### config.mk
export PLATFORM = sky130hd
export DESIGN_NAME = fetch_queue
export DESIGN_NICKNAME = d
export VERILOG_FILES = /design/src/fetch_pkg.sv /design/src/fetch_queue.sv
export SDC_FILE = /design/constraint.sdc
export NUM_CORES = 1
export LEC_CHECK = 0
export BUFFER_PORTS_ARGS = -buffer_cell sky130_fd_sc_hd__buf_4
export CORE_UTILIZATION = 40
export DETAILED_ROUTE_END_ITERATION = 10
export GPL_ROUTABILITY_DRIVEN = 0
export PLACE_DENSITY_LB_ADDON = 0.3
export SLEW_MARGIN = 40
export SYNTH_ARGS = -nofsm -noshare
export SYNTH_HDL_FRONTEND = slang
export SYNTH_SLANG_ARGS = --single-unit
### constraint.sdc
create_clock -name clk -period 24.7 [get_ports clk]
set_input_delay 2.47 -clock clk [delete_from_list [all_inputs] [get_ports clk]]
set_output_delay 2.47 -clock clk [all_outputs]
set_load 0.1 [all_outputs]
### src/fetch_pkg.sv
package fetch_pkg;

    typedef logic [31:0] addr_t;
    typedef logic [31:0] inst_t;
    typedef logic [5:0]  opcode_t;
    typedef logic [5:0]  funct_t;

    // Major opcodes in bits 31:26 that change the flow of control
    localparam opcode_t SPECIAL = 6'b000000;
    localparam opcode_t REGIMM  = 6'b000001;
    localparam opcode_t J       = 6'b000010;
    localparam opcode_t JAL     = 6'b000011;
    localparam opcode_t BEQ     = 6'b000100;
    localparam opcode_t BNE     = 6'b000101;
    localparam opcode_t BLEZ    = 6'b000110;
    localparam opcode_t BGTZ    = 6'b000111;

    // Register jumps live under SPECIAL and are told apart by bits 5:0
    localparam funct_t JR   = 6'b001000;
    localparam funct_t JALR = 6'b001001;

    typedef enum logic [1:0] {
        NORMAL,
        FETCH_DS,
        FETCH_TARGET
    } redirect_state_e;

    // One queue entry, from the top bit down:
    // pc [96:65], inst [64:33], pred_taken [32], pred_target [31:0]
    typedef logic [96:0] fetch_entry_t;

endpackage

### src/fetch_queue.sv
`timescale 1ns/1ps

module fetch_queue #(
    parameter int QUEUE_DEPTH = 8
) (
    input  logic                    clk,
    input  logic                    rst,
    input  logic                    flush_queue,
    input  logic                    wr_en_1,
    input  fetch_pkg::fetch_entry_t wr_entry_1,
    input  logic                    wr_en_2,
    input  fetch_pkg::fetch_entry_t wr_entry_2,
    input  logic                    out_ready,
    output logic                    out_valid,
    output fetch_pkg::fetch_entry_t out_entry,
    output logic                    fifo_full
);
    import fetch_pkg::*;

    localparam int PTR_BITS = $clog2(QUEUE_DEPTH);

    typedef logic [PTR_BITS-1:0] ptr_t;
    typedef logic [PTR_BITS:0]   count_t;

    fetch_entry_t mem [QUEUE_DEPTH];
    ptr_t         wr_ptr;
    ptr_t         rd_ptr;
    ptr_t         wr_ptr_2;
    count_t       count;
    count_t       wr_count;
    logic         do_read;

    assign out_valid = (count != '0);
    assign out_entry = mem[rd_ptr];
    assign do_read   = out_valid && out_ready;

    // Two free slots are needed so that a full pair never has to be split
    assign fifo_full = (count > count_t'(QUEUE_DEPTH - 2));

    // Slot 2 lands right behind slot 1 when both are written
    assign wr_ptr_2 = wr_ptr + ptr_t'(wr_en_1);
    assign wr_count = count_t'(wr_en_1) + count_t'(wr_en_2);

    always_ff @(posedge clk) begin
        if (wr_en_1) begin
            mem[wr_ptr] <= wr_entry_1;
        end
        if (wr_en_2) begin
            mem[wr_ptr_2] <= wr_entry_2;
        end
    end

    always_ff @(posedge clk) begin
        if (rst || flush_queue) begin
            wr_ptr <= '0;
            rd_ptr <= '0;
            count  <= '0;
        end else begin
            wr_ptr <= wr_ptr + ptr_t'(wr_count);
            if (do_read) begin
                rd_ptr <= rd_ptr + ptr_t'(1);
            end
            count <= count + wr_count - count_t'(do_read);
        end
    end

endmodule

**Word level (Yosys, flattened, before mapping)**

Memories as Yosys holds them, arrays and structs flattened. A register that Yosys moved wholly into a read port is not among the register bits.
Index checks and enable logic that the tools add are counted.

- Add/sub/neg operators: 6
- Equal/unequal tests: 0
- Magnitude comparators: 1
- Divide/modulo/power cells: 0
- Bitwise logic cells: 0
- Shift operators: 0
- Multiplexer cells: 6
- Reduce and logical (&&, ||, !) cells: 3
- Multipliers: 0

Operator list:

| kind | number |
|---|---|
| 3-bit 2-to-1 mux | 2 |
| 4-bit by 2-bit adder with 4-bit output | 1 |
| 4-bit by 3-bit > comparator with 1-bit output (second input constant) | 1 |
| 1-bit 2-to-1 mux | 4 |
| 4-bit nonzero test | 1 |
| 4-bit by 1-bit subtractor with 4-bit output | 1 |
| 3-bit by 1-bit adder with 3-bit output | 1 |
| 3-bit by 1-bit adder with 3-bit output (second input constant) | 1 |
| 3-bit by 2-bit adder with 3-bit output | 1 |
| 1-bit by 1-bit adder with 2-bit output | 1 |
| 1-bit logical AND | 1 |
| 1-bit logical OR | 1 |

- Bits in latches: 0
- Logic and storage cells: 20
- Input port bits: 200
- Bits in registers: 10
- Output and inout port bits: 99
- RAM bits: 776
- Memories kept: 1
- Bits in read-only memories: 0

Memory list:

| name | depth | bits a word | read ports | clocked after Yosys merged registers in | wr ports | line | RTL |
|---|---|---|---|---|---|---|---|
| mem | 8 | 97 | 1 | 1 | 2 | fetch_queue.sv:25 | `fetch_entry_t mem [QUEUE_DEPTH];` |

**Logic depth before layout (Yosys ltp)**

- Word-level depth: 4
- Gate-level depth with buffers: 12
- Gate-level depth less buffers: 11

**Worst setup path after synthesis**

Ideal clock, no wire load.

- Path kind: in2reg
- Start point: input port wr_en_1
- End point: memory mem[0][0] (netlist name) (enable)
- Library setup time: 695 ps
- Arrival: 9,687 ps
- Path slack: 14,318 ps
- Stages: 2
- Required time: 24,005 ps
- Buffers on the path: 0
- Cell sequence: nand2b_1 > o31ai_1

RTL lines:

| element | line | RTL |
|---|---|---|
| from (decl) | fetch_queue.sv:9 | `input logic wr_en_1,` |
| to (decl) | fetch_queue.sv:25 |  |

==> results.yml <==
timing:
  hold_violations: 0
  slew_headroom_pct: 42.0
  clock_skew_ps: 21.3
  period_minus_slack_ps: 5820
  setup_violations: 0
  max_freq_mhz: 172
  fin_crit_sh_pct: 23.6
  worstMarginPinSlew_ps: 870
  tns_ps: 0
  rsz0062_at_grt: "false"
  slew_violations: 0
route:
  dr_total_vias: 21100
  drt_iter0_drc: 1429
  wire_per_inst_um: 27.8
  first_pass_iters: 5
  viasPerCell: 5.68
  finalWirelength_mm: 104
  post-route-drc-count: 0
  drt.antenna.violating_nets: 0
floorplan:
  pin_count: 299
  dieArea_um2: 98900
  dieHeight_um: 315
  rows: 114
  start_util_pct: 40.4
  die_w_um: 315
  core_um2: 96700
logic_synthesis:
  synth_edf_count: 776
  synth.top_cell.area_share_pct: 59.6
  post_synth_instance_area_um2: 39100
  synth_top_cell_by_area: "edfxtp_1"
  synth-seq-cells: 789
  synth.net_count: 2288
  synthFlopType: "edfxtp_1"
  async_reset_ff_share_pct: 0
  ys_seq_area_share_pct: 60.3
  synth_area_leaders: "edfxtp_1, mux2_2, mux4_2"
  synth_cell_types: 40
  syn_avg_cell_area_um2: 18.8
  ys_warn_count: 0
  synth_cells: 2074
clock_network:
  clk_pin_slew_ps: 50
  cts.sinks: 789
  cts_tree: "done"
  ctsResizeCount: 0
  htree_num_levels: 3
  root_buffer: "clkbuf_16"
  cts_setup_buffers: 0
  cts_max_path_buffers: 3
  numCtsBuffers: 88
  clock_latency_ps: 660
  cts_hold_buffers: 0
worst_setup_path:
  worstRegToRegCells: 7
  worstPathRequired_ps: 22230
  cp_max_fo: 46
  rr_startpoint: "wr_ptr[0]"
  reg2reg_setup_slack_ps: 20590
  slowest_stage: "dfxtp_4"
  critPathLaunchType: "register"
  crit_chain: "buf_6 -> mux4_2 -> mux2_2 -> buf_4"
  worstSetupPathType: "reg2out"
  critPathMaxStageDelay_ps: 750
  crit_arrival_ps: 3350
  reg2reg_to: "mem[1][15]"
  end_kind: "output pin"
power_and_ir_drop:
  ir_drop_uv: 61.6
  combinationalPowerShare_pct: 17.2
  power_density_nw_per_um2: 76.0
  pwr-share-seq_pct: 44.6
  p_sw_share_pct: 27.2
  power.leakage_nw: 14.8
  p_int_mw: 2.53
  power_mw: 3.48
  switching_power_mw: 0.949
  pwr-share-clk_pct: 38.2
finish:
  nNetsFinal: 2581
  drive_gt1_share_pct: 62.9
  area_growth_pct: 17.3
  multi_input_area_um2: 14900
  register_area_um2: 23600
  final_common_cell: "mux2_2"
  layout_common_cells: "mux2_2, edfxtp_1, buf_4, mux4_2, clkbuf_16"
  fillers: 8200
min_path:
  hold_depth: 2
  min_path_type: "reg2reg"
  worstHoldStart: "rd_ptr[1]"
global_routing:
  grt_pass1_vias: 23000
  grt_max_degree: 76
  grt-ovfl-total: 0
  grt_pass1_wl_mm: 152
  antenna_found_initial: 20
  grt.total_usage_pct: 20.9
outcome:
  status: "completed"
placement:
  dpl.hpwl_mm: 57.4
  portBuffers: 298
job:
  maxCapViolCount: 0
[worst max path at each step]
stage | start | end | slack (ps)
2_1_floorplan | wr_en_1 | mem[0][0] | 14320
3_3_place_gp | wr_en_1 | mem[4][25] | 17960
3_5_place_dp | wr_en_1 | mem[1][22] | 18420
4_1_cts | register | out_entry[23] | 18780
5_1_grt | register | out_entry[35] | 18660
6_report | register | out_entry[35] | 18880
[worst max-delay path, delay by kind of cell, from the launching register on]
kind	cells	cell delay [ps]
flops	1	750
buf+inv	2	910
mux	2	940
[sequential cells by signal (all words and copies together) (netlist names), named ones only]
signal / count
wr_ptr: 3
mem: 776
count: 4
rd_ptr: 3
[power by group through the flow]
stage / logic [mW] / clock network [mW] / registers, mW
3_3_place_gp: 0.592 / 0 / 1.58
6_report: 0.600 / 1.33 / 1.55
2_1_floorplan: 0.429 / 0 / 1.59
5_1_grt: 0.628 / 1.40 / 1.56
4_1_cts: 0.606 / 1.36 / 1.55
3_5_place_dp: 0.604 / 0 / 1.58
[stage by stage]
stage	utilization (%)	hold WS [ps]	worst slack, ps	instances	area, um^2
2_1_floorplan	-	450	14320	2074	39100
3_3_place_gp	44.1	466	17960	3547	42700
3_5_place_dp	44.3	490	18420	3552	42900
4_1_cts	47.3	505	18780	3710	45800
5_1_grt	47.4	527	18660	3718	45800
6_report	47.4	495	18880	3719	45800
[metal layers]
| layer | wire, um | GRT usage, % | part of all wire [%] | vias up |
|---|---|---|---|---|
| li1 | - | - | - | 9127 |
| met1 | 40800 | 25.7 | 39 | 11200 |
| met2 | 54300 | 37.1 | 52 | 614 |
| met3 | 6260 | 4.02 | 6.0 | 155 |
| met4 | 1990 | 5.69 | 1.9 | 26 |
| met5 | 149 | 0.822 | 0.14 | - |
[logic make-up (layout without fill, tap and decap cells)]
group,Yosys count,count (layout),synth area share (%)
compound gates,12,12,0.186
xor+xnor,4,4,0.186
fa+ha+maj,14,14,0.487
buf+inv,147,508,1.83
flops,789,789,60.3
mux,1070,1070,36.4
other cells,0,8,0
simple gates,38,38,0.596
[cells in the mapped netlist (2+ instances only)]
library cell,count
nor2_2,4
inv_1,10
mux2_2,850
edfxtp_1,776
buf_2,78
nand2b_1,3
clkbuf_1,37
o22ai_1,4
buf_6,2
and2_1,4
buf_1,7
ha_1,12
o21ai_0,4
nor3_4,2
nand3_1,2
fa_1,2
buf_4,13
dfxtp_1,13
mux2_1,24
mux2i_1,2
nand2_1,9
or3_1,2
mux4_2,194
nor3_1,4
[final cells by class]
cell class	instances	share of cell area (%)
diodes	8	0.0437
clock buffers	107	5.01
clock inverters	51	1.31
inverters	10	0.0819
multi-input cells	1138	32.6
flip-flops and latches	789	51.4
well taps	1276	3.48
repair buffers	340	6.01
No activity file was read; power rests on OpenSTA's default activity.
