<file path="src/fetch_pkg.sv">
package fetch_pkg;

    typedef logic [31:0] addr_t;
    typedef logic [31:0] inst_t;
    typedef logic [5:0]  opcode_t;
    typedef logic [5:0]  funct_t;

    // Major opcodes in bits 31:26 that change the flow of control
    localparam opcode_t SPECIAL = 6'b000000;
    localparam opcode_t REGIMM  = 6'b000001;
    localparam opcode_t J       = 6'b000010;
    localparam opcode_t JAL     = 6'b000011;
    localparam opcode_t BEQ     = 6'b000100;
    localparam opcode_t BNE     = 6'b000101;
    localparam opcode_t BLEZ    = 6'b000110;
    localparam opcode_t BGTZ    = 6'b000111;

    // Register jumps live under SPECIAL and are told apart by bits 5:0
    localparam funct_t JR   = 6'b001000;
    localparam funct_t JALR = 6'b001001;

    typedef enum logic [1:0] {
        NORMAL,
        FETCH_DS,
        FETCH_TARGET
    } redirect_state_e;

    // One queue entry, from the top bit down:
    // pc [96:65], inst [64:33], pred_taken [32], pred_target [31:0]
    typedef logic [96:0] fetch_entry_t;

endpackage

</file>
<file path="src/pc_gen.sv">
`timescale 1ns/1ps

module pc_gen (
    input  logic             clk,
    input  logic             rst,
    input  logic             fetch_ena,
    input  fetch_pkg::addr_t fetch_target,
    input  logic             wr_en_1,
    input  logic             wr_en_2,
    output fetch_pkg::addr_t pc
);
    import fetch_pkg::*;

    addr_t pc_step;

    // The PC moves past exactly the words that went into the queue
    always_comb begin
        if (wr_en_1 && wr_en_2) begin
            pc_step = 32'd8;
        end else if (wr_en_1) begin
            pc_step = 32'd4;
        end else begin
            pc_step = 32'd0;
        end
    end

    always_ff @(posedge clk) begin
        if (rst) begin
            pc <= '0;
        end else if (fetch_ena) begin
            pc <= fetch_target;
        end else begin
            pc <= pc + pc_step;
        end
    end

endmodule

</file>
<file path="config.mk">
export PLATFORM = sky130hd
export DESIGN_NAME = pc_gen
export DESIGN_NICKNAME = d
export VERILOG_FILES = /design/src/fetch_pkg.sv /design/src/pc_gen.sv
export SDC_FILE = /design/constraint.sdc
export NUM_CORES = 1
export LEC_CHECK = 0
export BUFFER_PORTS_ARGS = -buffer_cell sky130_fd_sc_hd__buf_2
export CAP_MARGIN = 20
export CORE_UTILIZATION = 45
export DETAILED_ROUTE_END_ITERATION = 16
export PLACE_DENSITY = 0.73
export SETUP_SLACK_MARGIN = 0.2
export SLEW_MARGIN = 20
export SYNTH_ARGS = -nofsm -noshare
export SYNTH_HDL_FRONTEND = slang
export SYNTH_SLANG_ARGS = --single-unit
</file>
<file path="constraint.sdc">
create_clock -name clk -period 2.7 [get_ports clk]
set_input_delay 0.54 -clock clk [delete_from_list [all_inputs] [get_ports clk]]
set_output_delay 0.54 -clock clk [all_outputs]
set_load 0.01 [all_outputs]
</file>
## Word-level counts from Yosys, hierarchy flattened

Index checks and enable logic that the tools add are counted.
Widths: inputs -> output; s select.

| operators by class | value |
|---|---|
| reductions and logical operators | 1 |
| mux-type cells | 3 |
| $add $sub $neg | 1 |

Operators with widths:

| cell | number |
|---|---|
| $add 32x32->32 | 1 |
| $mux 32 | 1 |
| $mux 4 | 1 |
| $mux 3 | 1 |
| $logic_and 1x1->1 | 1 |

| word-level totals | value |
|---|---|
| bits of input ports | 37 |
| output and inout bits | 32 |
| logic and storage cells | 6 |
| register bits after elaboration | 32 |

## Depth between registers and ports, before layout

| depth | value |
|---|---|
| depth after elaboration | 4 |
| depth in mapped cells | 8 |
| depth with buffers taken out | 8 |

## Least setup slack after synthesis

OpenSTA, ideal clock, no wires.

| timing | value |
|---|---|
| path type | input-to-reg |
| start point | input wr_en_1 |
| end point | register pc[30] |
| stages | 8 |
| setup slack | 0.107 ns |
| data required time | 2.582 ns |
| arrival | 2.476 ns |
| setup time | 0.118 ns |
| path buffers | 0 |
| cell sequence | nor2b_1 ha_1 inv_1 fa_1 nand4b_1 or4_1 or4_1 o2111a_1 |

| on the way | value |
|---|---|
| cells in the longest elaborated chain, start to end | 4 |
| elaborated cells between the ends (all ways) | 5 |
| classes of those cells | 1 x add/sub; 3 x mux; 1 x reduce/logical |

Ends and longest elaborated chain:

| what | line | text |
|---|---|---|
| start, declared | pc_gen.sv:8 | `input logic wr_en_1,` |
| $mux 3 or $logic_and 1x1->1 (tied branches) | pc_gen.sv:20, pc_gen.sv:18 |  |
| $mux 4 * | pc_gen.sv:18 | `if (wr_en_1 && wr_en_2) begin` |
| $add 32x32->32 * | pc_gen.sv:33 | `pc <= pc + pc_step;` |
| $mux 32 * | pc_gen.sv:30 | `end else if (fetch_ena) begin` |
| end signal, assigned | pc_gen.sv:31 | `pc <= fetch_target;` |
| end signal, assigned | pc_gen.sv:33 |  |
| end, declared | pc_gen.sv:10 | `output fetch_pkg::addr_t pc` |

Mark *: on every way between the ends. The rest lies on a longest branch, timed or not.
A chain may end at the register's enable or synchronous reset.

## Worst setup path after layout

| timing | value |
|---|---|
| start point | input wr_en_2 |
| end point | register pc[30] |

| on the way | value |
|---|---|
| cells in the longest elaborated chain, start to end | 4 |

Ends and longest elaborated chain:

| what | line | text |
|---|---|---|
| start, declared | pc_gen.sv:9 | `input logic wr_en_2,` |
| $logic_and 1x1->1 | pc_gen.sv:18 |  |
| $mux 4 | pc_gen.sv:18 |  |
| $add 32x32->32 | pc_gen.sv:33 |  |
| $mux 32 | pc_gen.sv:30 |  |

Every way passes these cells.

==> metrics.md <==
| Metric | Value |
|---|---|
| DRT antenna net count | 0 |
| Avg WL per Cell | 14.5 um |
| CTS tree | yes |
| Largest net degree at the start of global routing | 30 |
| Via density | 5.89 |
| Design area | approximately 2400 sq um |
| Syn-to-layout area delta | 25.2% |
| Core Box Area | just over 4000 sq um |
| Synthesized flop and latch total | 32 |
| Vias in the first global route | between 1,500 and 2,000 |
| WS Path Type | in2reg |
| Final worst slack | between 0.2 and 0.3 ns |
| Post-route DRC violation count | 0 |
| Least-Margin Pin Slew | 0.640 ns |
| Rows | 23 |
| CTS sink cnt | 32 |
| RSZ-0062 raised after global routing | no |
| Final Skew | approximately 0.0070 ns |
| Share of post-route cells with drive strength above 1 | 29.0% |
| Slew Viols, Final | 0 |
| First-pass GRT wire length | 8160 um |
| Largest reg by FF count | pc |
| Status | finished, final reports clean |
| Initial antenna violation count | 0 |
| Slew headroom | between 50% and 60% |
| CP endpoint kind | flop |
| Crit path cell chain | buf_2, nor2b_1, ha_2, inv_1, fa_2, nand4b_1, or4_1, or4_4, o2111a_1 |
| Final hold viol count | 0 |
| Gr usage total | 24.2% |
| Warnings from Yosys | 0 |
| Initial Util | 47.0% |
| Slowest CP cell | or4_4 |
| H-tree levels | 2 |
| Synth Area per Inst | about 8.3 sq um |
| HP Class | in2reg |
| Synth unique cells | 43 |
| Total I/O pin count | 69 |
| Worst-path maximum fanout | 4 |
| Power Density | 472 nW/um^2 |
| Final Setup Violations | 0 |
| Root buffer cell | clkbuf_8 |
| First-pass DRT Iterations | 4 |
| Critical Path Source Type | primary input |
| NumNets Final | 336 |
| Worst-skew pair later-pin latency | 0.29 ns |
| Die height | roughly 67 um |
| Seq/Total Area, Yosys | 33.8% |
| GRT Residual Overflow | 0 |
| Bufs and invs on worst path | 2 |
| FILL cells | between 400 and 500 |
| Worst slack, placed | -0.00561 ns |
| Max FFs per register | 32 |
| CTS clk-pin slew, worst paths | around 0.070 ns |
| Cell Area, Placed | between 2000 and 2500 sq um |
| Netlist Area Pre-Place | 1890 sq um |
| LEAKAGE | 0.000971 uW |
| Max cap viols | 0 |
| Final min period | 2.45 ns |
| Clk buf depth | 2 |
| F_max | 409 MHz |
| CTS Buf Count | 5 |
| Routability cong. | 0.761 |
| Chip Width | between 60 and 70 um |
| CP top delay family | simple AND/OR/NAND/NOR gates |
| Worst endpoint data arrival time | 2.63 ns |
| Diode count | 0 |
| Crit path required time | ~2.9 ns |
| VDD IR max | ~240 uV |
| Final Cycle Share | between 90% and 100% |
| DP HPWL | 3640 um |
| Port Buffers | 68 |
| Number of DRC markers in iteration 0 | ~140 |
| Biggest registers after layout | pc x32 |
| Syn Inst Count | 229 |
| Total number of vias | approximately 2,000 |
| Routed WL | 5040 um |
| DIE AREA | roughly 4500 sq um |
| Crit path largest cell delay | 0.51 ns |
| Syn_nets | 269 |
-- cell families after synthesis --
kind of cell / count (synthesis) / share of synthesized area [%]
AND/OR/NAND/NOR: 109 / 32.4
AO/OA/AOI/OAI: 49 / 19.6
flip-flops: 32 / 33.8
buffers and inverters: 23 / 5.61
XOR/XNOR: 10 / 4.62
multiplexers: 3 / 1.59
adder cells (fa/ha/maj): 3 / 2.38
-- cell type report --
class                      count  area, sq um  share of cell area [%]
tap                           50         62.6                    2.64
clock buffer                   8         90.1                    3.80
timing repair buffer          75          393                    16.6
sequential                    32          641                    27.0
multi-input combinational    174         1160                    48.7
inverter                       8         30.0                    1.27
-- cells in the mapped netlist (all sizes together) --
| master | n | share of area, % |
|---|---|---|
| o211ai | 1 | 0.40 |
| or4b | 1 | 0.53 |
| and3 | 4 | 1.3 |
| a211oi | 7 | 2.8 |
| nor2b | 3 | 0.99 |
| a311oi | 12 | 5.5 |
| xnor2 | 1 | 0.46 |
| a21oi | 4 | 1.1 |
| a32oi | 2 | 0.92 |
| nand4 | 15 | 5.7 |
| o31a | 1 | 0.46 |
| and2 | 3 | 0.99 |
| buf | 6 | 2.2 |
| nor4 | 3 | 0.99 |
| nand3b | 1 | 0.40 |
| ha | 2 | 1.3 |
| inv | 8 | 1.6 |
| o2111a | 1 | 0.59 |
| fa | 1 | 1.1 |
| or4 | 13 | 5.2 |
| o21a | 1 | 0.40 |
| nor2 | 27 | 5.4 |
| or3 | 5 | 1.7 |
| nand3 | 11 | 3.2 |
| clkbuf | 9 | 1.8 |
| mux2i | 3 | 1.6 |
| a2111oi | 1 | 0.46 |
| nand4b | 1 | 0.46 |
| nand2 | 15 | 3.0 |
| o31ai | 12 | 4.8 |
| dfxtp | 32 | 34 |
| nor3 | 3 | 0.79 |
| a21o | 1 | 0.40 |
| and4 | 4 | 1.8 |
| o211a | 1 | 0.53 |
| xor2 | 9 | 4.2 |
| o21ai | 5 | 1.3 |
-- report_power, final --
group,total (uW),switching [uW],internal (uW)
clock,390,183,208
sequential,553,47.0,506
combinational,176,91.8,84.6
total,1120,321,799
-- routing by layer --
metal  routed length [um]  share of wire, %  track usage [%]
met4                   90               1.8             10.4
met2                 2360                47             39.4
met3                  291               5.8             4.97
met1                 2300                46             30.5
met5                    0                 0                0
-- tightest hold or removal path: cells and delay by family --
family | cells | cell delay [ns]
buf+inv | 1 | 0.07
simple gates | 1 | 0.07
compound gates | 1 | 0.05
-- through the flow --
step	total power (uW)	utilization (%)	setup TNS (ns)	std cells	hold WS (ns)
2_1_floorplan	654	-	0	229	0.530
3_3_place_gp	735	56.5	0	339	0.473
3_5_place_dp	739	56.5	-0.00561	339	0.490
4_1_cts	1120	58.7	0	347	0.476
5_1_grt	1170	58.9	0	347	0.503
6_report	1120	58.9	0	347	0.474
-- worst paths after layout --
path,from,end,slack (ns),depth (start not counted)
max,wr_en_2,pc[30],0.25,9
min reg2reg,pc[1],pc[1],0.50,2
min,fetch_target[3],pc[3],0.47,3
max reg2reg,pc[2],pc[30],0.40,7
-- repair_timing --
action                                  CTS  global route
gates resized for setup                   0             2
buffers inserted                          0             0
hold buffers                              0             0
endpoints found under the setup margin    0             1
-- placed cells by master (no fill, tap or decap), drive strengths merged, types with 2 or more instances in the layout --
master and n:
or4 13, nand2 15, o21ai 5, buf 75, o31ai 12, xor2 9
nand3 11, a211oi 7, and2 3, ha 2, a311oi 12, and3 4
and4 4, clkbuf 8, inv 8, mux2i 3, nand4 15, a21oi 4
nor4 3, nor3 3, or3 5, dfxtp 32, nor2 27, nor2b 3
a32oi 2
Note: power is estimated with default switching activity, not from simulation.
