--- config.mk ---
export PLATFORM = sky130hd
export DESIGN_NAME = fetch_redirect_flat
export DESIGN_NICKNAME = d
export VERILOG_FILES = /design/src/fetch_pkg.sv /design/src/ex_resolve_if.sv /design/src/fetch_redirect.sv /design/src/flat_wrapper.sv
export SDC_FILE = /design/constraint.sdc
export NUM_CORES = 1
export LEC_CHECK = 0
export ABC_AREA = 1
export BUFFER_PORTS_ARGS = -buffer_cell sky130_fd_sc_hd__buf_2
export CORE_AREA = 3 3 118 120
export DETAILED_ROUTE_END_ITERATION = 10
export DIE_AREA = 0 0 121 123
export PLACE_DENSITY = 0.78
export SETUP_SLACK_MARGIN = 0.4
export SLEW_MARGIN = 20
export SYNTH_ARGS = -nofsm -noshare
export SYNTH_HDL_FRONTEND = slang
export SYNTH_SLANG_ARGS = --single-unit
--- constraint.sdc ---
create_clock -name clk -period 3.5 [get_ports clk]
set_input_delay 0.35 -clock clk [delete_from_list [all_inputs] [get_ports clk]]
set_output_delay 0.35 -clock clk [all_outputs]
set_load 0.1 [all_outputs]
--- src/fetch_pkg.sv ---
package fetch_pkg;

    typedef logic [31:0] addr_t;
    typedef logic [31:0] inst_t;
    typedef logic [5:0]  opcode_t;
    typedef logic [5:0]  funct_t;

    // Major opcodes in bits 31:26 that change the flow of control
    localparam opcode_t SPECIAL = 6'b000000;
    localparam opcode_t REGIMM  = 6'b000001;
    localparam opcode_t J       = 6'b000010;
    localparam opcode_t JAL     = 6'b000011;
    localparam opcode_t BEQ     = 6'b000100;
    localparam opcode_t BNE     = 6'b000101;
    localparam opcode_t BLEZ    = 6'b000110;
    localparam opcode_t BGTZ    = 6'b000111;

    // Register jumps live under SPECIAL and are told apart by bits 5:0
    localparam funct_t JR   = 6'b001000;
    localparam funct_t JALR = 6'b001001;

    typedef enum logic [1:0] {
        NORMAL,
        FETCH_DS,
        FETCH_TARGET
    } redirect_state_e;

    // One queue entry, from the top bit down:
    // pc [96:65], inst [64:33], pred_taken [32], pred_target [31:0]
    typedef logic [96:0] fetch_entry_t;

endpackage

--- src/ex_resolve_if.sv ---
`timescale 1ns/1ps

interface ex_resolve_if;
    import fetch_pkg::*;

    logic  valid;
    addr_t pc;
    logic  is_jmp;
    logic  act_taken;
    addr_t act_target;
    logic  pred_taken;
    addr_t pred_target;

    modport src (
        output valid, pc, is_jmp, act_taken, act_target, pred_taken, pred_target
    );

    modport dst (
        input valid, pc, is_jmp, act_taken, act_target, pred_taken, pred_target
    );

endinterface

--- src/fetch_redirect.sv ---
`timescale 1ns/1ps

module fetch_redirect (
    input  logic             clk,
    input  logic             rst,
    input  fetch_pkg::addr_t pc,
    input  fetch_pkg::inst_t inst_1,
    input  logic             inst_ok_1,
    input  fetch_pkg::inst_t inst_2,
    input  logic             inst_ok_2,
    input  logic             icache_stall,
    input  logic             fifo_full,
    input  logic             pred_taken_1,
    input  logic             pred_taken_2,
    input  fetch_pkg::addr_t pred_target_1,
    input  fetch_pkg::addr_t pred_target_2,
    ex_resolve_if.dst        resolve,
    output logic             fetch_ena,
    output fetch_pkg::addr_t fetch_target,
    output logic             flush_queue,
    output logic             wr_en_1,
    output logic             wr_en_2,
    output logic             wr_pred_taken_1,
    output logic             wr_pred_taken_2
);
    import fetch_pkg::*;

    redirect_state_e state;
    redirect_state_e next_state;
    addr_t           saved_target;
    addr_t           store_value;
    logic            store_target;
    logic            mispredict;
    logic            pred_dir_1;
    logic            pred_dir_2;

    function automatic logic is_jump(inst_t inst);
        opcode_t op;
        funct_t  fn;
        op = inst[31:26];
        fn = inst[5:0];
        return (op == BEQ) || (op == BNE) || (op == REGIMM) || (op == BGTZ)
               || (op == BLEZ) || (op == J) || (op == JAL)
               || ((op == SPECIAL) && ((fn == JR) || (fn == JALR)));
    endfunction

    assign mispredict = resolve.valid && resolve.is_jmp
                        && ((resolve.act_taken != resolve.pred_taken)
                            || (resolve.act_taken
                                && (resolve.act_target != resolve.pred_target)));

    assign pred_dir_1 = pred_taken_1 && inst_ok_1 && is_jump(inst_1);
    assign pred_dir_2 = pred_taken_2 && inst_ok_2 && is_jump(inst_2);

    // Slot 2 only goes in behind slot 1, and never outside NORMAL
    assign wr_en_1 = inst_ok_1 && !icache_stall && !fifo_full && !mispredict;
    assign wr_en_2 = wr_en_1 && inst_ok_2 && (state == NORMAL);

    always_comb begin
        next_state      = state;
        fetch_ena       = 1'b0;
        fetch_target    = '0;
        flush_queue     = 1'b0;
        store_target    = 1'b0;
        store_value     = pred_target_1;
        wr_pred_taken_1 = 1'b0;
        wr_pred_taken_2 = 1'b0;

        if (mispredict) begin
            fetch_ena    = 1'b1;
            flush_queue  = 1'b1;
            fetch_target = resolve.act_taken ? resolve.act_target : resolve.pc + 32'd8;
            next_state   = NORMAL;
        end else begin
            case (state)
                FETCH_DS: begin
                    // Slot 1 holds the delay slot here, the word behind it is dropped
                    if (wr_en_1) begin
                        fetch_ena    = 1'b1;
                        fetch_target = saved_target;
                        next_state   = FETCH_TARGET;
                    end
                end
                default: begin
                    if (wr_en_1) begin
                        next_state = NORMAL;
                        if (pred_dir_1 && wr_en_2) begin
                            // Delay slot came in the same pair
                            fetch_ena       = 1'b1;
                            fetch_target    = pred_target_1;
                            wr_pred_taken_1 = 1'b1;
                        end else if (pred_dir_1) begin
                            fetch_ena       = 1'b1;
                            fetch_target    = pc + 32'd4;
                            store_target    = 1'b1;
                            wr_pred_taken_1 = 1'b1;
                            next_state      = FETCH_DS;
                        end else if (pred_dir_2 && wr_en_2) begin
                            fetch_ena       = 1'b1;
                            fetch_target    = pc + 32'd8;
                            store_target    = 1'b1;
                            store_value     = pred_target_2;
                            wr_pred_taken_2 = 1'b1;
                            next_state      = FETCH_DS;
                        end
                    end
                end
            endcase
        end
    end

    always_ff @(posedge clk) begin
        if (rst) begin
            state <= NORMAL;
        end else begin
            state <= next_state;
        end
    end

    always_ff @(posedge clk) begin
        if (store_target) begin
            saved_target <= store_value;
        end
    end

endmodule

--- src/flat_wrapper.sv ---
// flat-port wrapper written by rule: the top's interface ports become plain ports
module fetch_redirect_flat import fetch_pkg::*;
  (clk, rst, pc, inst_1, inst_ok_1, inst_2, inst_ok_2, icache_stall, fifo_full, pred_taken_1, pred_taken_2, pred_target_1, pred_target_2, fetch_ena, fetch_target, flush_queue, wr_en_1, wr_en_2, wr_pred_taken_1, wr_pred_taken_2, resolve_valid, resolve_pc, resolve_is_jmp, resolve_act_taken, resolve_act_target, resolve_pred_taken, resolve_pred_target);
  ex_resolve_if resolve_i ();
  input  logic clk;
  input  logic rst;
  input  fetch_pkg::addr_t pc;
  input  fetch_pkg::inst_t inst_1;
  input  logic inst_ok_1;
  input  fetch_pkg::inst_t inst_2;
  input  logic inst_ok_2;
  input  logic icache_stall;
  input  logic fifo_full;
  input  logic pred_taken_1;
  input  logic pred_taken_2;
  input  fetch_pkg::addr_t pred_target_1;
  input  fetch_pkg::addr_t pred_target_2;
  output logic fetch_ena;
  output fetch_pkg::addr_t fetch_target;
  output logic flush_queue;
  output logic wr_en_1;
  output logic wr_en_2;
  output logic wr_pred_taken_1;
  output logic wr_pred_taken_2;
  input wire logic [$bits(resolve_i.valid)-1:0] resolve_valid;
  input wire logic [$bits(resolve_i.pc)-1:0] resolve_pc;
  input wire logic [$bits(resolve_i.is_jmp)-1:0] resolve_is_jmp;
  input wire logic [$bits(resolve_i.act_taken)-1:0] resolve_act_taken;
  input wire logic [$bits(resolve_i.act_target)-1:0] resolve_act_target;
  input wire logic [$bits(resolve_i.pred_taken)-1:0] resolve_pred_taken;
  input wire logic [$bits(resolve_i.pred_target)-1:0] resolve_pred_target;
  assign resolve_i.valid = resolve_valid;
  assign resolve_i.pc = resolve_pc;
  assign resolve_i.is_jmp = resolve_is_jmp;
  assign resolve_i.act_taken = resolve_act_taken;
  assign resolve_i.act_target = resolve_act_target;
  assign resolve_i.pred_taken = resolve_pred_taken;
  assign resolve_i.pred_target = resolve_pred_target;
  fetch_redirect u_core (.clk(clk), .rst(rst), .pc(pc), .inst_1(inst_1), .inst_ok_1(inst_ok_1), .inst_2(inst_2), .inst_ok_2(inst_ok_2), .icache_stall(icache_stall), .fifo_full(fifo_full), .pred_taken_1(pred_taken_1), .pred_taken_2(pred_taken_2), .pred_target_1(pred_target_1), .pred_target_2(pred_target_2), .resolve(resolve_i), .fetch_ena(fetch_ena), .fetch_target(fetch_target), .flush_queue(flush_queue), .wr_en_1(wr_en_1), .wr_en_2(wr_en_2), .wr_pred_taken_1(wr_pred_taken_1), .wr_pred_taken_2(wr_pred_taken_2));
endmodule
======== After elaboration in Yosys (flattened, before gate mapping) ========
Cells that the tools add are included.
word-level totals
  bits of input ports ..................... 268
  output and inout port bits .............. 38
  bits in registers ....................... 34
  logic and storage cells ................. 108
cells by class
  muxes and demuxes ....................... 42
  $add $sub $neg .......................... 3
  reduce and logical (&&, ||, !) cells .... 40
  eq/ne operators ......................... 21
operators by type and width
  cell                     number
  $mux W32                 14
  $add A32 B4 Y32 const B  2
  $eq A6 B3 Y1 const B     8
  $add A32 B3 Y32 const B  1
  $ne A32 B32 Y1           1
  $eq A6 B2 Y1 const B     4
  $eq A6 B4 Y1 const B     4
  $mux W1                  23
  $logic_or A1 B1 Y1       17
  $logic_and A1 B1 Y1      16
  $eq A6 B1 Y1 const B     2
  $logic_not A6 Y1         2
  $mux W2                  5
  $logic_not A1 Y1         3
  $eq A2 B1 Y1 const B     1
  $logic_not A2 Y1         1
  $reduce_or A2 Y1         1
  $ne A1 B1 Y1             1

======== Longest topological paths before layout ========
  depth after elaboration ................. 16
  mapped depth ............................ 17
  mapped depth without buffers ............ 16

======== Worst setup path after synthesis ========
No wires, ideal clock.
  path kind ............................... input to output
  from .................................... input resolve_act_taken
  to ...................................... output fetch_target[0]
  required time ........................... 3.150 ns
  setup slack ............................. -0.933 ns
  cell stages on the path ................. 14
  arrival ................................. 4.083 ns
  cell sequence ........................... buf_4 nand2_1 o21bai_1 nor2_1 nand2_1 nor2_1 nand3_1 nand2_2 nand3_1 nor2_1 nand3_1 nand3_1 nor2_1 nor2_1
on the way
  longest elaborated chain between the ends .. 14
RTL lines
  what                                                        RTL line                                    RTL
  start, declared                                             flat_wrapper.sv:28                          input wire logic [$bits(resolve_i.act_taken)-1:0] resolve_act_taken;
  $ne A1 B1 Y1 / $logic_and A1 B1 Y1 (equally long branches)  fetch_redirect.sv:48, fetch_redirect.sv:50
  $logic_or A1 B1 Y1                                          fetch_redirect.sv:49                        || (resolve.act_taken
  $logic_and A1 B1 Y1                                         fetch_redirect.sv:48                        && ((resolve.act_taken != resolve.pred_taken)
  $logic_not A1 Y1                                            fetch_redirect.sv:56                        assign wr_en_1 = inst_ok_1 && !icache_stall && !fifo_full && !mispredict;
  $logic_and A1 B1 Y1                                         fetch_redirect.sv:56
  $logic_and A1 B1 Y1 (2 in series)                           fetch_redirect.sv:57                        assign wr_en_2 = wr_en_1 && inst_ok_2 && (state == NORMAL);
  $logic_and A1 B1 Y1                                         fetch_redirect.sv:98                        end else if (pred_dir_2 && wr_en_2) begin
  $mux W32                                                    fetch_redirect.sv:98
  $mux W32                                                    fetch_redirect.sv:92                        end else if (pred_dir_1) begin
  $mux W32                                                    fetch_redirect.sv:87                        if (pred_dir_1 && wr_en_2) begin
  $mux W32                                                    fetch_redirect.sv:85                        if (wr_en_1) begin
  $mux W32                                                    fetch_redirect.sv:75                        case (state)
  $mux W32 (*)                                                fetch_redirect.sv:69                        if (mispredict) begin
  end, declared                                               flat_wrapper.sv:19                          output fetch_pkg::addr_t fetch_target;
Mark *: on every way between the ends. The rest lies on a longest branch, timed or not.

======== Worst setup path after layout ========
  from .................................... input resolve_pred_target[24]
  to ...................................... output fetch_target[19]
on the way
  longest elaborated chain between the ends .. 15
RTL lines
  what                               RTL line              RTL
  start, declared                    flat_wrapper.sv:31    input wire logic [$bits(resolve_i.pred_target)-1:0] resolve_pred_target;
  $ne A32 B32 Y1 (*)                 fetch_redirect.sv:50  && (resolve.act_target != resolve.pred_target)));
  $logic_and A1 B1 Y1 (*)            fetch_redirect.sv:50
  $logic_or A1 B1 Y1 (*)             fetch_redirect.sv:49
  $logic_and A1 B1 Y1 (*)            fetch_redirect.sv:48
  $logic_not A1 Y1                   fetch_redirect.sv:56
  $logic_and A1 B1 Y1                fetch_redirect.sv:56
  $logic_and A1 B1 Y1 (2 in series)  fetch_redirect.sv:57
  $logic_and A1 B1 Y1                fetch_redirect.sv:98
  $mux W32                           fetch_redirect.sv:98
  $mux W32                           fetch_redirect.sv:92
  $mux W32                           fetch_redirect.sv:87
  $mux W32                           fetch_redirect.sv:85
  $mux W32                           fetch_redirect.sv:75
  $mux W32 (*)                       fetch_redirect.sv:69
Marks and branches as above.

==> metrics.cfg <==
[run_status]
outcome = complete, no violations

[placed_design]
hpwlAfterDp_um = 18300
gp_congestion = 0.957
placed_cells = 1474
io_buffers = 263
placed_area_um2 = 7780

[route]
num_vias = 7470
ant_nets = 0
avgViaCountPerCell = 5.02
drc = 0
drt_first_iter_violations = 516
routed_wl_um = 22000
first_pass_iters = 5
avgRoutedWirePerCell_um = 14.8

[critical_path]
worstPathMaxFanout = 13
cp_slowest_cell = buf_4
worstPathArrival_ns = 2.57
crit_chain = buf_2 -> xnor2_1 -> nand2_1 -> nor2_1 -> nand2_1 -> nor2_1 -> nand3_1 -> nand2_2 -> nand3_2 -> nor2_4 -> buf_4 -> nand3_1 -> nand2_1 -> nand3_1 -> nand3_1 -> buf_4
crit_top_cell = nand3_1
required_ns = 3.15
critPathCaptureType = primary output
cp-start-kind = input port
critPathTopFamily = simple AND/OR/NAND/NOR gates
critPathKind = in -> out
slowest_delay_ns = 0.31
cp_num_buf_inv = 3

[die]
die_width_um = 121
core_area_um2 = 13100
die_area_um2 = 14900
pin_count = 306
rows = 42
die_h_um = 123
start_util_pct = 43.8

[sta]
fin_hold_ws_ns = 0.344
slew_headroom_pct = 56.1
worst_pin_slew_ns = 0.658
fmax_ghz = 0.343
hold_violations = 0
grt_setup_unrepaired = true
min_period_ns = 2.92
finalSetupViolCount = 0
report.final.slew_viol_count = 0
fin_tns_setup_ns = 0
finalCritPeriodShare_pct = 83.4
finClkSkew_ns = 0.00557

[yosys]
synth_cell_type_count = 43
synth_seq_cells = 34
synth_top_family_by_area = simple AND/OR/NAND/NOR gates
syn_nets = 1330
yosys-top-cells-area = nand2_1 23%, edfxtp_1 17%, nor2_1 10%
synth_compound_area_share_pct = 14.0
synth_adder_area_share_pct = 0.656
syn-cell-area_um2 = 5730
synth_top_area_cell = nand2_1
yosys_warnings = 0
synth-xor-area-share_pct = 8.41
synthCells = 1059
yosys.area.top_type_share_pct = 23.0
synthMuxAreaShare_pct = 0
ys_seq_area_share_pct = 17.5
syn_avg_cell_area_um2 = 5.41
post_synth_and_or_nand_nor_area_fraction_pct = 46.8

[grt]
grt_pass1_wl_um = 33400
grt_usage_pct = 28.1
grt_pass1_vias = 6647
grt-ovfl-total = 0
antenna_found_initial = 0
grt_max_degree = 44

[finish]
final_nets = 1582
final_cell_mix = 348 x nand2_1, 226 x buf_2, 149 x nor2_1, 137 x inv_1, 64 x nand3_1
layout.cells.non_filler = 1487
final_area_um2 = 8020
drive_gt1_share_pct = 25.6
final_common_cell = nand2_1
syn2layout_area_growth_pct = 40.1
diodes = 0

[hold_path]
min_path_type = in -> reg

[power]
netSwitchingFraction_pct = 38.1
power_frac_clock_pct = 26.5
internal_power_w = 0.000969
p_per_area_nw_per_um2 = 195
p_sw_w = 0.000596
pwr-share-comb_pct = 44.9
peakVddDrop_mv = 0.187
p_leak_nw = 4.10
power_frac_seq_pct = 28.5

[clocking]
cts_root_buf = clkbuf_16
insertion_delay_ns = 0.28
cts.sinks = 34
htree_levels = 2
cts.clk_slew.worst_paths_ns = 0.05
clk_path_buf_depth = 2
cts_buffers = 5
cts_tree = yes

[job]
drv_cap = 0

-- worst paths after layout --
path	slack [ns]	cells past startpoint	from	to
setup / recovery	0.58	16	resolve_pred_target[24]	fetch_target[19]
setup reg to reg	1.35	11	u_core.state[0]$_SDFFE_PP0N_	u_core.saved_target[11]$_DFFE_PP_
hold reg to reg	0.48	2	u_core.state[0]$_SDFFE_PP0N_	u_core.state[0]$_SDFFE_PP0N_
hold / removal	0.34	3	pred_target_2[20]	u_core.saved_target[20]$_DFFE_PP_
-- logic make-up (layout without fill, tap and decap cells) --
family,count (synthesis),in the layout
and+or+nand+nor,640,640
adders and majority gates,3,3
xor gates and xnor gates,55,55
DFF,34,34
AOI/OAI and AO/OA,147,147
buffers and inverters,180,432
-- timing repair --
action                     CTS  global route
hold buffers                 0             0
gates resized for setup      1            16
gates cloned                 0             0
setup endpoints to repair    1            21
buffers inserted             0             6
-- through the flow --
step | total power (W) | worst slack (ns) | util (%)
floorplan | 0.000832 | 0.282 | -
finish | 0.00157 | 0.580 | 61.3
CTS | 0.00156 | 0.445 | 60.5
detailed placement | 0.00115 | 0.396 | 59.5
global placement | 0.00114 | 0.452 | 59.5
global route | 0.00164 | 0.351 | 61.3
-- final cells by class --
type                       count  area, um^2
fill                        1315        5060
inverter                     142         542
tap                          176         220
clock inverter                 2        10.0
timing repair buffer         283        2020
sequential                    34        1000
clock buffer                   5         125
multi-input combinational    845        4100
-- per-layer routing --
| metal | vias to the layer above | share of wire (%) | GRT usage [%] |
|---|---|---|---|
| met3 | 36 | 8.3 | 3.20 |
| li1 | 3867 | - | - |
| met2 | 307 | 48 | 49.0 |
| met1 | 3260 | 41 | 36.7 |
| met4 | 0 | 2.3 | 8.14 |
| met5 | - | 0 | 0 |
-- synth_stat cells, drive strengths merged --
| library cell | number |
|---|---|
| nand2 | 353 |
| nor2 | 163 |
| inv | 141 |
| o21ai | 72 |
| nand3 | 65 |
| a21oi | 50 |
| xor2 | 38 |
| edfxtp | 32 |
| nor3 | 24 |
| buf | 22 |
| xnor2 | 17 |
| clkbuf | 16 |
| nor4 | 13 |
| nand4 | 10 |
| a211oi | 8 |
| o21bai | 6 |
| or2 | 5 |
| nand3b | 4 |
| a31oi | 3 |
| ha | 3 |
| a221oi | 2 |
| and3 | 2 |
| dfxtp | 2 |
| o211ai | 2 |
| a21o | 1 |
| clkinv | 1 |
| o211a | 1 |
| o21a | 1 |
| o221ai | 1 |
| or3 | 1 |
-- power groups by stage --
stage | registers [W] | clock network, W | logic [W]
6_report | 0.000447 | 0.000415 | 0.000703
3_5_place_dp | 0.000455 | 0 | 0.000693
4_1_cts | 0.000447 | 0.000417 | 0.000696
3_3_place_gp | 0.000455 | 0 | 0.000687
2_1_floorplan | 0.000455 | 0 | 0.000377
5_1_grt | 0.000446 | 0.000434 | 0.000762
-- registers in the layout, indices dropped and copies added (netlist names) --
name and flops:
u_core.saved_target 32, u_core.state 2
-- tightest hold or removal path, cell delays in order --
cell and delay [ns]:
buf_2 0.07, nand2_1 0.04, nand2_1 0.05
Note: power is estimated with default switching activity, not from simulation.
